==> src/rtl/mania_pkg.sv <==
// table geometry, tick periods, sequencer and scanner state enums
`default_nettype none

package mania_pkg;

	// four sections per table
	localparam int NUM_SECTIONS = 4;
	localparam int SEC_W        = 2;

	// beatmap table, one word per header
	localparam int DB_ADDR_W = 13;
	localparam int DB_DATA_W = 24; // size sits in the low DB_ADDR_W bits

	// object table, four nibbles per header, lsn first
	localparam int DO_ADDR_W      = 12;
	localparam int DO_DATA_W      = 4;
	localparam int DO_HDR_NIBBLES = 4;

	// addr/en in phase 0, data captured in phase 3
	localparam int READ_PHASES = 4;

	// tick periods in clock cycles, scaled down for simulation
	localparam int UPDATE_PERIOD = 50;
	localparam int AUDIO_PERIOD  = 7;
	localparam int TICK_CNT_W    = 8;

	typedef enum logic [2:0] {
		S_START,   // raise both requests
		S_SCAN,    // wait for both acks
		S_RELEASE, // drop requests, wait for acks to fall
		S_RUN,
		S_PAUSE
	} seq_state_e;

	typedef enum logic [1:0] {
		SC_IDLE,
		SC_READ,
		SC_ACK
	} scan_state_e;

endpackage

`default_nettype wire

==> src/rtl/chain_header_scanner.sv <==
// chain_header_scanner: walks the beatmap table of one-word section headers
`timescale 1ns/10ps
`default_nettype none

module chain_header_scanner (
	input  wire                             CLK,
	input  wire                             RESET_L,
	input  wire                             scan_req,
	output logic                            scan_ack,
	output logic [mania_pkg::DB_ADDR_W-1:0] rd_addr,
	output logic                            rd_en,
	input  wire  [mania_pkg::DB_DATA_W-1:0] rd_data,
	input  wire  [mania_pkg::SEC_W-1:0]     sec_sel,
	output logic [mania_pkg::DB_ADDR_W-1:0] sec_base,
	output logic [mania_pkg::DB_ADDR_W-1:0] sec_size
);

	mania_pkg::scan_state_e state;
	logic [mania_pkg::SEC_W-1:0] sec; // section being read
	logic [$clog2(mania_pkg::READ_PHASES)-1:0] phase;
	logic [mania_pkg::DB_ADDR_W-1:0] hdr; // current header address
	logic [mania_pkg::DB_ADDR_W-1:0] hdr_size;
	logic [mania_pkg::DB_ADDR_W-1:0] base_q [mania_pkg::NUM_SECTIONS];
	logic [mania_pkg::DB_ADDR_W-1:0] size_q [mania_pkg::NUM_SECTIONS];

	assign hdr_size = rd_data[mania_pkg::DB_ADDR_W-1:0]; // upper bits unused

	always_ff @(posedge CLK) begin
		if (!RESET_L) begin
			state    <= mania_pkg::SC_IDLE;
			sec      <= '0;
			phase    <= '0;
			hdr      <= '0;
			rd_addr  <= '0;
			rd_en    <= 1'b0;
			scan_ack <= 1'b0;
			for (int i = 0; i < mania_pkg::NUM_SECTIONS; i++) begin
				base_q[i] <= '0;
				size_q[i] <= '0;
			end
		end else begin
			case (state)
				mania_pkg::SC_IDLE: begin
					if (scan_req) begin // first header always at 0
						state <= mania_pkg::SC_READ;
						sec   <= '0;
						phase <= '0;
						hdr   <= '0;
					end
				end
				mania_pkg::SC_READ: begin
					phase <= phase + 1'b1;
					if (phase == 0) begin
						rd_addr <= hdr;
						rd_en   <= 1'b1;
					end else if (phase == mania_pkg::READ_PHASES - 1) begin
						rd_en       <= 1'b0;
						size_q[sec] <= hdr_size;
						base_q[sec] <= hdr + 1'b1;
						hdr         <= hdr + 1'b1 + hdr_size; // next header follows the data
						if (sec == mania_pkg::NUM_SECTIONS - 1) begin
							state    <= mania_pkg::SC_ACK;
							scan_ack <= 1'b1;
						end else begin
							sec <= sec + 1'b1;
						end
					end
				end
				mania_pkg::SC_ACK: begin
					if (!scan_req) begin // four-phase, drop ack after req
						scan_ack <= 1'b0;
						state    <= mania_pkg::SC_IDLE;
					end
				end
				default: state <= mania_pkg::SC_IDLE;
			endcase
		end
	end

	assign sec_base = base_q[sec_sel];
	assign sec_size = size_q[sec_sel];

endmodule

`default_nettype wire

==> src/rtl/nibble_header_scanner.sv <==
// object table scanner for four-nibble section headers
`timescale 1ns/10ps
`default_nettype none

module nibble_header_scanner (
	input  wire                             CLK,
	input  wire                             RESET_L,
	input  wire                             scan_req,
	output logic                            scan_ack,
	output logic [mania_pkg::DO_ADDR_W-1:0] rd_addr,
	output logic                            rd_en,
	input  wire  [mania_pkg::DO_DATA_W-1:0] rd_data,
	input  wire  [mania_pkg::SEC_W-1:0]     sec_sel,
	output logic [mania_pkg::DO_ADDR_W-1:0] sec_base,
	output logic [mania_pkg::DO_ADDR_W-1:0] sec_size
);

	mania_pkg::scan_state_e state;
	logic [mania_pkg::SEC_W-1:0] sec;
	logic [$clog2(mania_pkg::READ_PHASES)-1:0] phase;
	logic [$clog2(mania_pkg::DO_HDR_NIBBLES)-1:0] nib; // nibble index within header
	logic [mania_pkg::DO_ADDR_W-1:0] hdr;
	logic [mania_pkg::DO_ADDR_W-1:0] hdr_base; // first data word after the header
	logic [mania_pkg::DO_ADDR_W-1:0] hdr_size;
	logic [mania_pkg::DO_HDR_NIBBLES*mania_pkg::DO_DATA_W-1:0] hdr_acc; // nibbles so far
	logic [mania_pkg::DO_HDR_NIBBLES*mania_pkg::DO_DATA_W-1:0] hdr_word;
	logic [mania_pkg::DO_ADDR_W-1:0] base_q [mania_pkg::NUM_SECTIONS];
	logic [mania_pkg::DO_ADDR_W-1:0] size_q [mania_pkg::NUM_SECTIONS];

	assign hdr_base = hdr + mania_pkg::DO_ADDR_W'(mania_pkg::DO_HDR_NIBBLES);

	// drop the incoming nibble into its slot
	always_comb begin
		hdr_word = hdr_acc;
		hdr_word[nib*mania_pkg::DO_DATA_W +: mania_pkg::DO_DATA_W] = rd_data;
	end

	assign hdr_size = hdr_word[mania_pkg::DO_ADDR_W-1:0]; // top nibble truncated

	always_ff @(posedge CLK) begin
		if (!RESET_L) begin
			state    <= mania_pkg::SC_IDLE;
			sec      <= '0;
			phase    <= '0;
			nib      <= '0;
			hdr      <= '0;
			rd_addr  <= '0;
			rd_en    <= 1'b0;
			scan_ack <= 1'b0;
			for (int i = 0; i < mania_pkg::NUM_SECTIONS; i++) begin
				base_q[i] <= '0;
				size_q[i] <= '0;
			end
		end else begin
			case (state)
				mania_pkg::SC_IDLE: begin
					if (scan_req) begin
						state <= mania_pkg::SC_READ;
						sec   <= '0;
						phase <= '0;
						nib   <= '0;
						hdr   <= '0;
					end
				end
				mania_pkg::SC_READ: begin
					phase <= phase + 1'b1;
					if (phase == 0) begin
						rd_addr <= hdr + nib;
						rd_en   <= 1'b1;
					end else if (phase == mania_pkg::READ_PHASES - 1) begin
						rd_en   <= 1'b0;
						hdr_acc <= hdr_word;
						nib     <= nib + 1'b1;
						// section complete only after the last nibble
						if (nib == mania_pkg::DO_HDR_NIBBLES - 1) begin
							size_q[sec] <= hdr_size;
							base_q[sec] <= hdr_base;
							hdr         <= hdr_base + hdr_size;
							if (sec == mania_pkg::NUM_SECTIONS - 1) begin
								state    <= mania_pkg::SC_ACK;
								scan_ack <= 1'b1;
							end else begin
								sec <= sec + 1'b1;
							end
						end
					end
				end
				mania_pkg::SC_ACK: begin
					if (!scan_req) begin
						scan_ack <= 1'b0;
						state    <= mania_pkg::SC_IDLE;
					end
				end
				default: state <= mania_pkg::SC_IDLE;
			endcase
		end
	end

	assign sec_base = base_q[sec_sel];
	assign sec_size = size_q[sec_sel];

endmodule

`default_nettype wire

==> src/rtl/boot_sequencer.sv <==
// boot_sequencer: FSM that runs both header scans, then holds run or pause
`timescale 1ns/10ps
`default_nettype none

module boot_sequencer (
	input  wire  CLK,
	input  wire  RESET_L,
	input  wire  pause,
	input  wire  db_scan_ack,
	input  wire  do_scan_ack,
	output logic db_scan_req,
	output logic do_scan_req,
	output logic run,
	output logic ready
);

	mania_pkg::seq_state_e state;
	logic both_ack;  // both scans finished
	logic none_ack;  // both acks released

	assign both_ack = db_scan_ack && do_scan_ack;
	assign none_ack = !db_scan_ack && !do_scan_ack;

	always_ff @(posedge CLK) begin
		if (!RESET_L) begin
			state       <= mania_pkg::S_START;
			db_scan_req <= 1'b0;
			do_scan_req <= 1'b0;
		end else begin
			case (state)
				mania_pkg::S_START: begin
					// kick both scanners together
					db_scan_req <= 1'b1;
					do_scan_req <= 1'b1;
					state       <= mania_pkg::S_SCAN;
				end
				mania_pkg::S_SCAN: begin
					if (both_ack) begin
						db_scan_req <= 1'b0;
						do_scan_req <= 1'b0;
						state       <= mania_pkg::S_RELEASE;
					end
				end
				mania_pkg::S_RELEASE: begin
					if (none_ack)
						state <= mania_pkg::S_RUN;
				end
				mania_pkg::S_RUN: begin
					if (pause)
						state <= mania_pkg::S_PAUSE;
				end
				mania_pkg::S_PAUSE: begin
					if (!pause)
						state <= mania_pkg::S_RUN;
				end
				default: begin
					db_scan_req <= 1'b0;
					do_scan_req <= 1'b0;
					state       <= mania_pkg::S_START;
				end
			endcase
		end
	end

	// boot done once we reach run or pause, never leaves until reset
	assign ready = (state == mania_pkg::S_RUN) || (state == mania_pkg::S_PAUSE);
	assign run   = (state == mania_pkg::S_RUN);

endmodule

`default_nettype wire

==> src/rtl/beat_tick_gen.sv <==
// beat_tick_gen: update and audio tick counters, counting only while running
`timescale 1ns/10ps
`default_nettype none

module beat_tick_gen (
	input  wire  CLK,
	input  wire  RESET_L,
	input  wire  run,
	output logic update_tick,
	output logic audio_tick
);

	logic [mania_pkg::TICK_CNT_W-1:0] update_cnt;
	logic [mania_pkg::TICK_CNT_W-1:0] audio_cnt;

	always_ff @(posedge CLK) begin
		if (!RESET_L) begin
			update_cnt  <= '0;
			audio_cnt   <= '0;
			update_tick <= 1'b0;
			audio_tick  <= 1'b0;
		end else if (run) begin
			if (update_cnt == mania_pkg::UPDATE_PERIOD - 1) begin
				update_cnt  <= '0;
				update_tick <= 1'b1; // pulse on wrap
			end else begin
				update_cnt  <= update_cnt + 1'b1;
				update_tick <= 1'b0;
			end
			if (audio_cnt == mania_pkg::AUDIO_PERIOD - 1) begin
				audio_cnt  <= '0;
				audio_tick <= 1'b1;
			end else begin
				audio_cnt  <= audio_cnt + 1'b1;
				audio_tick <= 1'b0;
			end
		end else begin
			// paused, counters keep their place
			update_tick <= 1'b0;
			audio_tick  <= 1'b0;
		end
	end

endmodule

`default_nettype wire

==> src/rtl/mania_core.sv <==
// mania_core: top level with boot sequencer, two header scanners and tick generator
`timescale 1ns/10ps
`default_nettype none

module mania_core (
	input  wire                             CLK,
	input  wire                             RESET_L,
	input  wire                             pause,
	input  wire  [mania_pkg::SEC_W-1:0]     sec_sel,
	output logic [mania_pkg::DB_ADDR_W-1:0] db_addr,
	output logic                            db_en,
	input  wire  [mania_pkg::DB_DATA_W-1:0] db_data,
	output logic [mania_pkg::DO_ADDR_W-1:0] do_addr,
	output logic                            do_en,
	input  wire  [mania_pkg::DO_DATA_W-1:0] do_data,
	output logic                            ready,
	output logic                            update_tick,
	output logic                            audio_tick,
	output logic [mania_pkg::DB_ADDR_W-1:0] db_base,
	output logic [mania_pkg::DB_ADDR_W-1:0] db_size,
	output logic [mania_pkg::DO_ADDR_W-1:0] do_base,
	output logic [mania_pkg::DO_ADDR_W-1:0] do_size
);

	logic db_scan_req;
	logic db_scan_ack;
	logic do_scan_req;
	logic do_scan_ack;
	logic run;

	boot_sequencer u_seq (
		.CLK         (CLK),
		.RESET_L     (RESET_L),
		.pause       (pause),
		.db_scan_ack (db_scan_ack),
		.do_scan_ack (do_scan_ack),
		.db_scan_req (db_scan_req),
		.do_scan_req (do_scan_req),
		.run         (run),
		.ready       (ready)
	);

	// beatmap and object scans run side by side
	chain_header_scanner u_db_scan (
		.CLK      (CLK),
		.RESET_L  (RESET_L),
		.scan_req (db_scan_req),
		.scan_ack (db_scan_ack),
		.rd_addr  (db_addr),
		.rd_en    (db_en),
		.rd_data  (db_data),
		.sec_sel  (sec_sel),
		.sec_base (db_base),
		.sec_size (db_size)
	);

	nibble_header_scanner u_do_scan (
		.CLK      (CLK),
		.RESET_L  (RESET_L),
		.scan_req (do_scan_req),
		.scan_ack (do_scan_ack),
		.rd_addr  (do_addr),
		.rd_en    (do_en),
		.rd_data  (do_data),
		.sec_sel  (sec_sel),
		.sec_base (do_base),
		.sec_size (do_size)
	);

	beat_tick_gen u_ticks (
		.CLK         (CLK),
		.RESET_L     (RESET_L),
		.run         (run),
		.update_tick (update_tick),
		.audio_tick  (audio_tick)
	);

endmodule

`default_nettype wire

==> config.mk <==
export PLATFORM = sky130hd
export DESIGN_NAME = mania_core
export DESIGN_NICKNAME = d
export VERILOG_FILES = /design/src/rtl/mania_pkg.sv /design/src/rtl/chain_header_scanner.sv /design/src/rtl/nibble_header_scanner.sv /design/src/rtl/boot_sequencer.sv /design/src/rtl/beat_tick_gen.sv /design/src/rtl/mania_core.sv
export SDC_FILE = /design/constraint.sdc
export NUM_CORES = 1
export LEC_CHECK = 0
export BUFFER_PORTS_ARGS = -buffer_cell sky130_fd_sc_hd__buf_2
export CAP_MARGIN = 20
export CORE_MARGIN = 8
export CORE_UTILIZATION = 45
export CTS_BUF_LIST = sky130_fd_sc_hd__clkbuf_2 sky130_fd_sc_hd__clkbuf_4 sky130_fd_sc_hd__clkbuf_8
export DETAILED_ROUTE_END_ITERATION = 7
export GPL_TIMING_DRIVEN = 0
export PLACE_DENSITY_LB_ADDON = 0.12
export SYNTH_ARGS = -nofsm -noshare
export SYNTH_HDL_FRONTEND = slang
export SYNTH_SLANG_ARGS = --single-unit
==> constraint.sdc <==
create_clock -name CLK -period 3.8 [get_ports CLK]
set_input_delay 0.19 -clock CLK [delete_from_list [all_inputs] [get_ports CLK]]
set_output_delay 0.19 -clock CLK [all_outputs]
set_load 0.01 [all_outputs]
==> flow_metrics.tcl <==
set metrics [dict create \
    cts_max_path_buffers 3 \
    die-area_sq_um 37500 \
    seqCellArea_sq_um 8170 \
    share_clk_of_total_power 0.393 \
    min_tclk_post_route_ps 3750 \
    synth_flop_cell "edfxtp_1" \
    gp_routability_congestion 0.821 \
    relSlewSlack 0.396 \
    end_kind "register" \
    run_status "completed" \
    leakagePower_nw 6.41 \
    pre_cts_ws_ps 27.2 \
    yosysTopAreaCell "edfxtp_1" \
    sequential_element_share_of_the_synthesized_area 0.574 \
    place_hpwl_um 24500 \
    timing.final.max_slew_violations 0 \
    grt_antenna_before_repair 2 \
    timing.fmax_ghz 0.267 \
    path_class "reg2reg" \
    chipWidth_um 194 \
    yosys_warnings 0 \
    vias_per_cell 5.22 \
    detail_route.first_pass.iterations 7 \
    util_after_layout 0.525 \
    mappedNetlistNets 1294 \
    synth_enable_flop_cells 212 \
    finClkSkew_ps 23.8 \
    worst_ep_required_time_ps 4300 \
    mostFrequentLayoutCells "nor2_1, edfxtp_1, buf_2" \
    cts_num_sinks 302 \
    drive_above_1_share 0.201 \
    timing.critical_path.cells "inv_1 -> ha_1 -> nor2_1 -> a31oi_1 -> inv_1 -> ha_1 -> nor2b_1 -> o21ai_1 -> nand2b_1 -> a21oi_1 -> o21ai_0 -> or4b_1 -> nand3_1" \
    max_slew.worst_pin.slew_ps 906 \
    largest_fanout_on_the_critical_path 10 \
    portBuffers 99 \
    sequentialPowerShare 0.519 \
    core.rowCount 65 \
    layout.cells.most_common "nor2_1" \
    yosysUniqueCellTypes 71 \
    syn2layout_area_growth_pct 15.7 \
    crit_path_top_delay_cell "dfxtp_1" \
    mappedNetlistArea_sq_um 14200 \
    multiInputGateArea_sq_um 5540 \
    finalHoldViolCount 0 \
    critPathBufInv 2 \
    cts_htree_levels 2 \
    r2r_setup_slack_ps 50 \
    grt_first_pass_wirelength_um 53600 \
    ir_drop_worst_vdd_uv 277 \
    grt_start_max_net_pins 19 \
    synth-async-reset-ratio 0 \
    io_pins 113 \
    ant_nets 0 \
    crit_arrival_ps 4240 \
    startpoint "u_do_scan.nib[0]$_SDFFE_PN0P_" \
    clock_insertion_delay_at_the_later_pin_of_the_skew_report_ps 570 \
    syn_area_per_cell_sq_um 11.7 \
    initial_utilization 0.454 \
    netlist_top_cells_area "edfxtp_1, dfxtp_1, mux4_2" \
    overflow 0 \
    switching_share 0.237 \
    holdCritStartpoint "db_data[3]" \
    startpoint_type "register" \
    initialDrtViolationCount 564 \
    power.internal_mw 5.38 \
    route.final.wire_length_um 34300 \
    reg2regPathDepth 13 \
    power_switching_mw 1.67 \
    critPathTopFamily "compound AO/OA/AOI/OAI gates" \
    antenna-diode-count 0 \
    postSynthRegisterBits 302 \
    grt_setup_unrepaired "yes" \
    critical_r2r_capture "u_do_scan.hdr[8]$_SDFFE_PN0P_" \
    final_critical_path_setup_slack_ps 53.1 \
    worstHoldPathCells 2 \
    total_clock_buffers_created_by_cts 50 \
    placeableCoreArea_sq_um 31300 \
    n_fill_cell 2817 \
    cap_viol_max_count 0 \
    power.density_cell_area_nw_per_um2 429 \
    post_detailed_route_wirelength_per_cell_um 18.9 \
    netlist_instances 1215 \
    clockRootBuffer "clkbuf_8" \
    die_y_um 194 \
    detail_route.drc_violations 0 \
    cts_tree "built" \
    worstReg2RegStart "u_do_scan.nib[0]$_SDFFE_PN0P_" \
    clkTransAtPathRegs_ps 60 \
    setup_viol 0 \
    total_number_of_cells_along_the_worst_setup_path 13 \
    gr-usage-all-layers 0.180 \
    vias 9494 \
    grt_pass1_vias 9570 \
    post_layout_nets 1462 \
    cp-endpoint "u_do_scan.hdr[8]$_SDFFE_PN0P_" \
    combinationalPowerShare 0.088 \
    post-synth-top-area-fraction 0.448 \
    max_stage_delay_ps 580 \
    min_period_over_period 0.986 \
    min_path_type "in2reg" \
]
## cell type report
cell class                 count  area share
clock buffer                  74      0.0551
inverter                      59      0.0135
tap                          402      0.0306
multi-input combinational    790       0.337
timing repair buffer         116      0.0459
clock inverter                11     0.00342
buffer                        64      0.0181
sequential                   302       0.496
## worst reg2reg max path: stages (launching register included)
cell and delay (ps):
dfxtp_1 580, inv_1 160, ha_1 380, nor2_1 100, a31oi_1 530, inv_1 190
ha_1 360, nor2b_1 160, o21ai_1 110, nand2b_1 90, a21oi_1 290, o21ai_0 170
or4b_1 480, nand3_1 90
## cells by family (layout without fill, tap and decap cells)
group	count (synthesis)	count (layout)	synth area share
buffers and inverters	123	324	0.0364
muxes	54	54	0.0821
xor gates and xnor gates	61	61	0.0376
adders and majority gates	46	46	0.0421
DFF	302	302	0.574
AOI/OAI and AO/OA	146	146	0.0661
and+or+nand+nor	483	483	0.161
## routing by layer
layer | part of all wire | routed length, um | GRT usage | vias up
li1 | - | - | - | 4657
met1 | 0.48 | 16500 | 0.251 | 4573
met2 | 0.46 | 15600 | 0.290 | 222
met3 | 0.052 | 1790 | 0.0335 | 38
met4 | 0.011 | 385 | 0.0353 | 4
met5 | 0.00067 | 23 | 0 | -
## registers in the layout, indices dropped and copies added, names as in the netlist, 3 cells and up
| name | count |
|---|---|
| u_db_scan.base_q | 52 |
| u_db_scan.size_q | 52 |
| u_do_scan.base_q | 48 |
| u_do_scan.size_q | 48 |
| u_db_scan.hdr | 13 |
| u_db_scan.rd_addr | 13 |
| u_do_scan.hdr | 12 |
| u_do_scan.hdr_acc | 12 |
| u_do_scan.rd_addr | 12 |
| u_ticks.audio_cnt | 8 |
| u_ticks.update_cnt | 8 |
| u_seq.state | 3 |
## cell usage after synthesis (all sizes together), types with 3 or more instances
master   instances
fa               3
nor2           238
o21bai           4
o21a             4
and2            42
mux4            50
a41oi            3
a21o             7
ha              43
nor3            12
buf             27
a31oi            6
nand2           77
or3              6
o21ai           24
nor2b           21
inv             59
nor3b            6
xnor2           38
clkbuf          37
and3            21
o2bb2ai          3
xor2            23
a22oi            7
dfxtp           90
a21oi           54
nand2b           9
edfxtp         212
mux2i            3
nand3           25
nand4           13
a211oi          16
nand4b           3
## what timing repair did
action | 4_1_cts | 5_1_grt
endpoints found under the setup margin | 0 | 5
buffers inserted | 0 | 0
endpoints found under the hold margin | 23 | 0
hold buffers | 9 | 0
resized for setup | 0 | 5
## worst min-delay path by stage
stage | to | slack [ps]
6_report | u_db_scan.size_q[0][3]$_SDFFCE_PN0P_ | 30
2_1_floorplan | u_seq.state[2]$_SDFFE_PN0P_ | 340
5_1_grt | u_db_scan.size_q[0][3]$_SDFFCE_PN0P_ | 8
4_1_cts | u_db_scan.size_q[0][3]$_SDFFCE_PN0P_ | 4
3_5_place_dp | u_db_scan.rd_addr[4]$_SDFFE_PN0P_ | 450
3_3_place_gp | u_db_scan.rd_addr[8]$_SDFFE_PN0P_ | 440
## metrics by stage
step / instances / setup TNS [ps] / hold WS [ps] / area (sq um) / total power [mW]
5_1_grt: 1818 / -266 / 7.63 / 16500 / 7.32
3_5_place_dp: 1724 / 0 / 449 / 15400 / 4.35
2_1_floorplan: 1215 / 0 / 343 / 14200 / 4.11
6_report: 1818 / 0 / 34.7 / 16500 / 7.05
4_1_cts: 1818 / 0 / 4.32 / 16400 / 7.12
3_3_place_gp: 1716 / 0 / 443 / 15200 / 4.32
## power groups by stage
stage          registers [mW]  logic [mW]  clock network [mW]
2_1_floorplan            3.72       0.385                   0
3_3_place_gp             3.73       0.594                   0
3_5_place_dp             3.73       0.618                   0
4_1_cts                  3.66       0.629                2.84
5_1_grt                  3.67       0.679                2.97
6_report                 3.66       0.617                2.77
No activity file was read; power rests on OpenSTA's default activity.
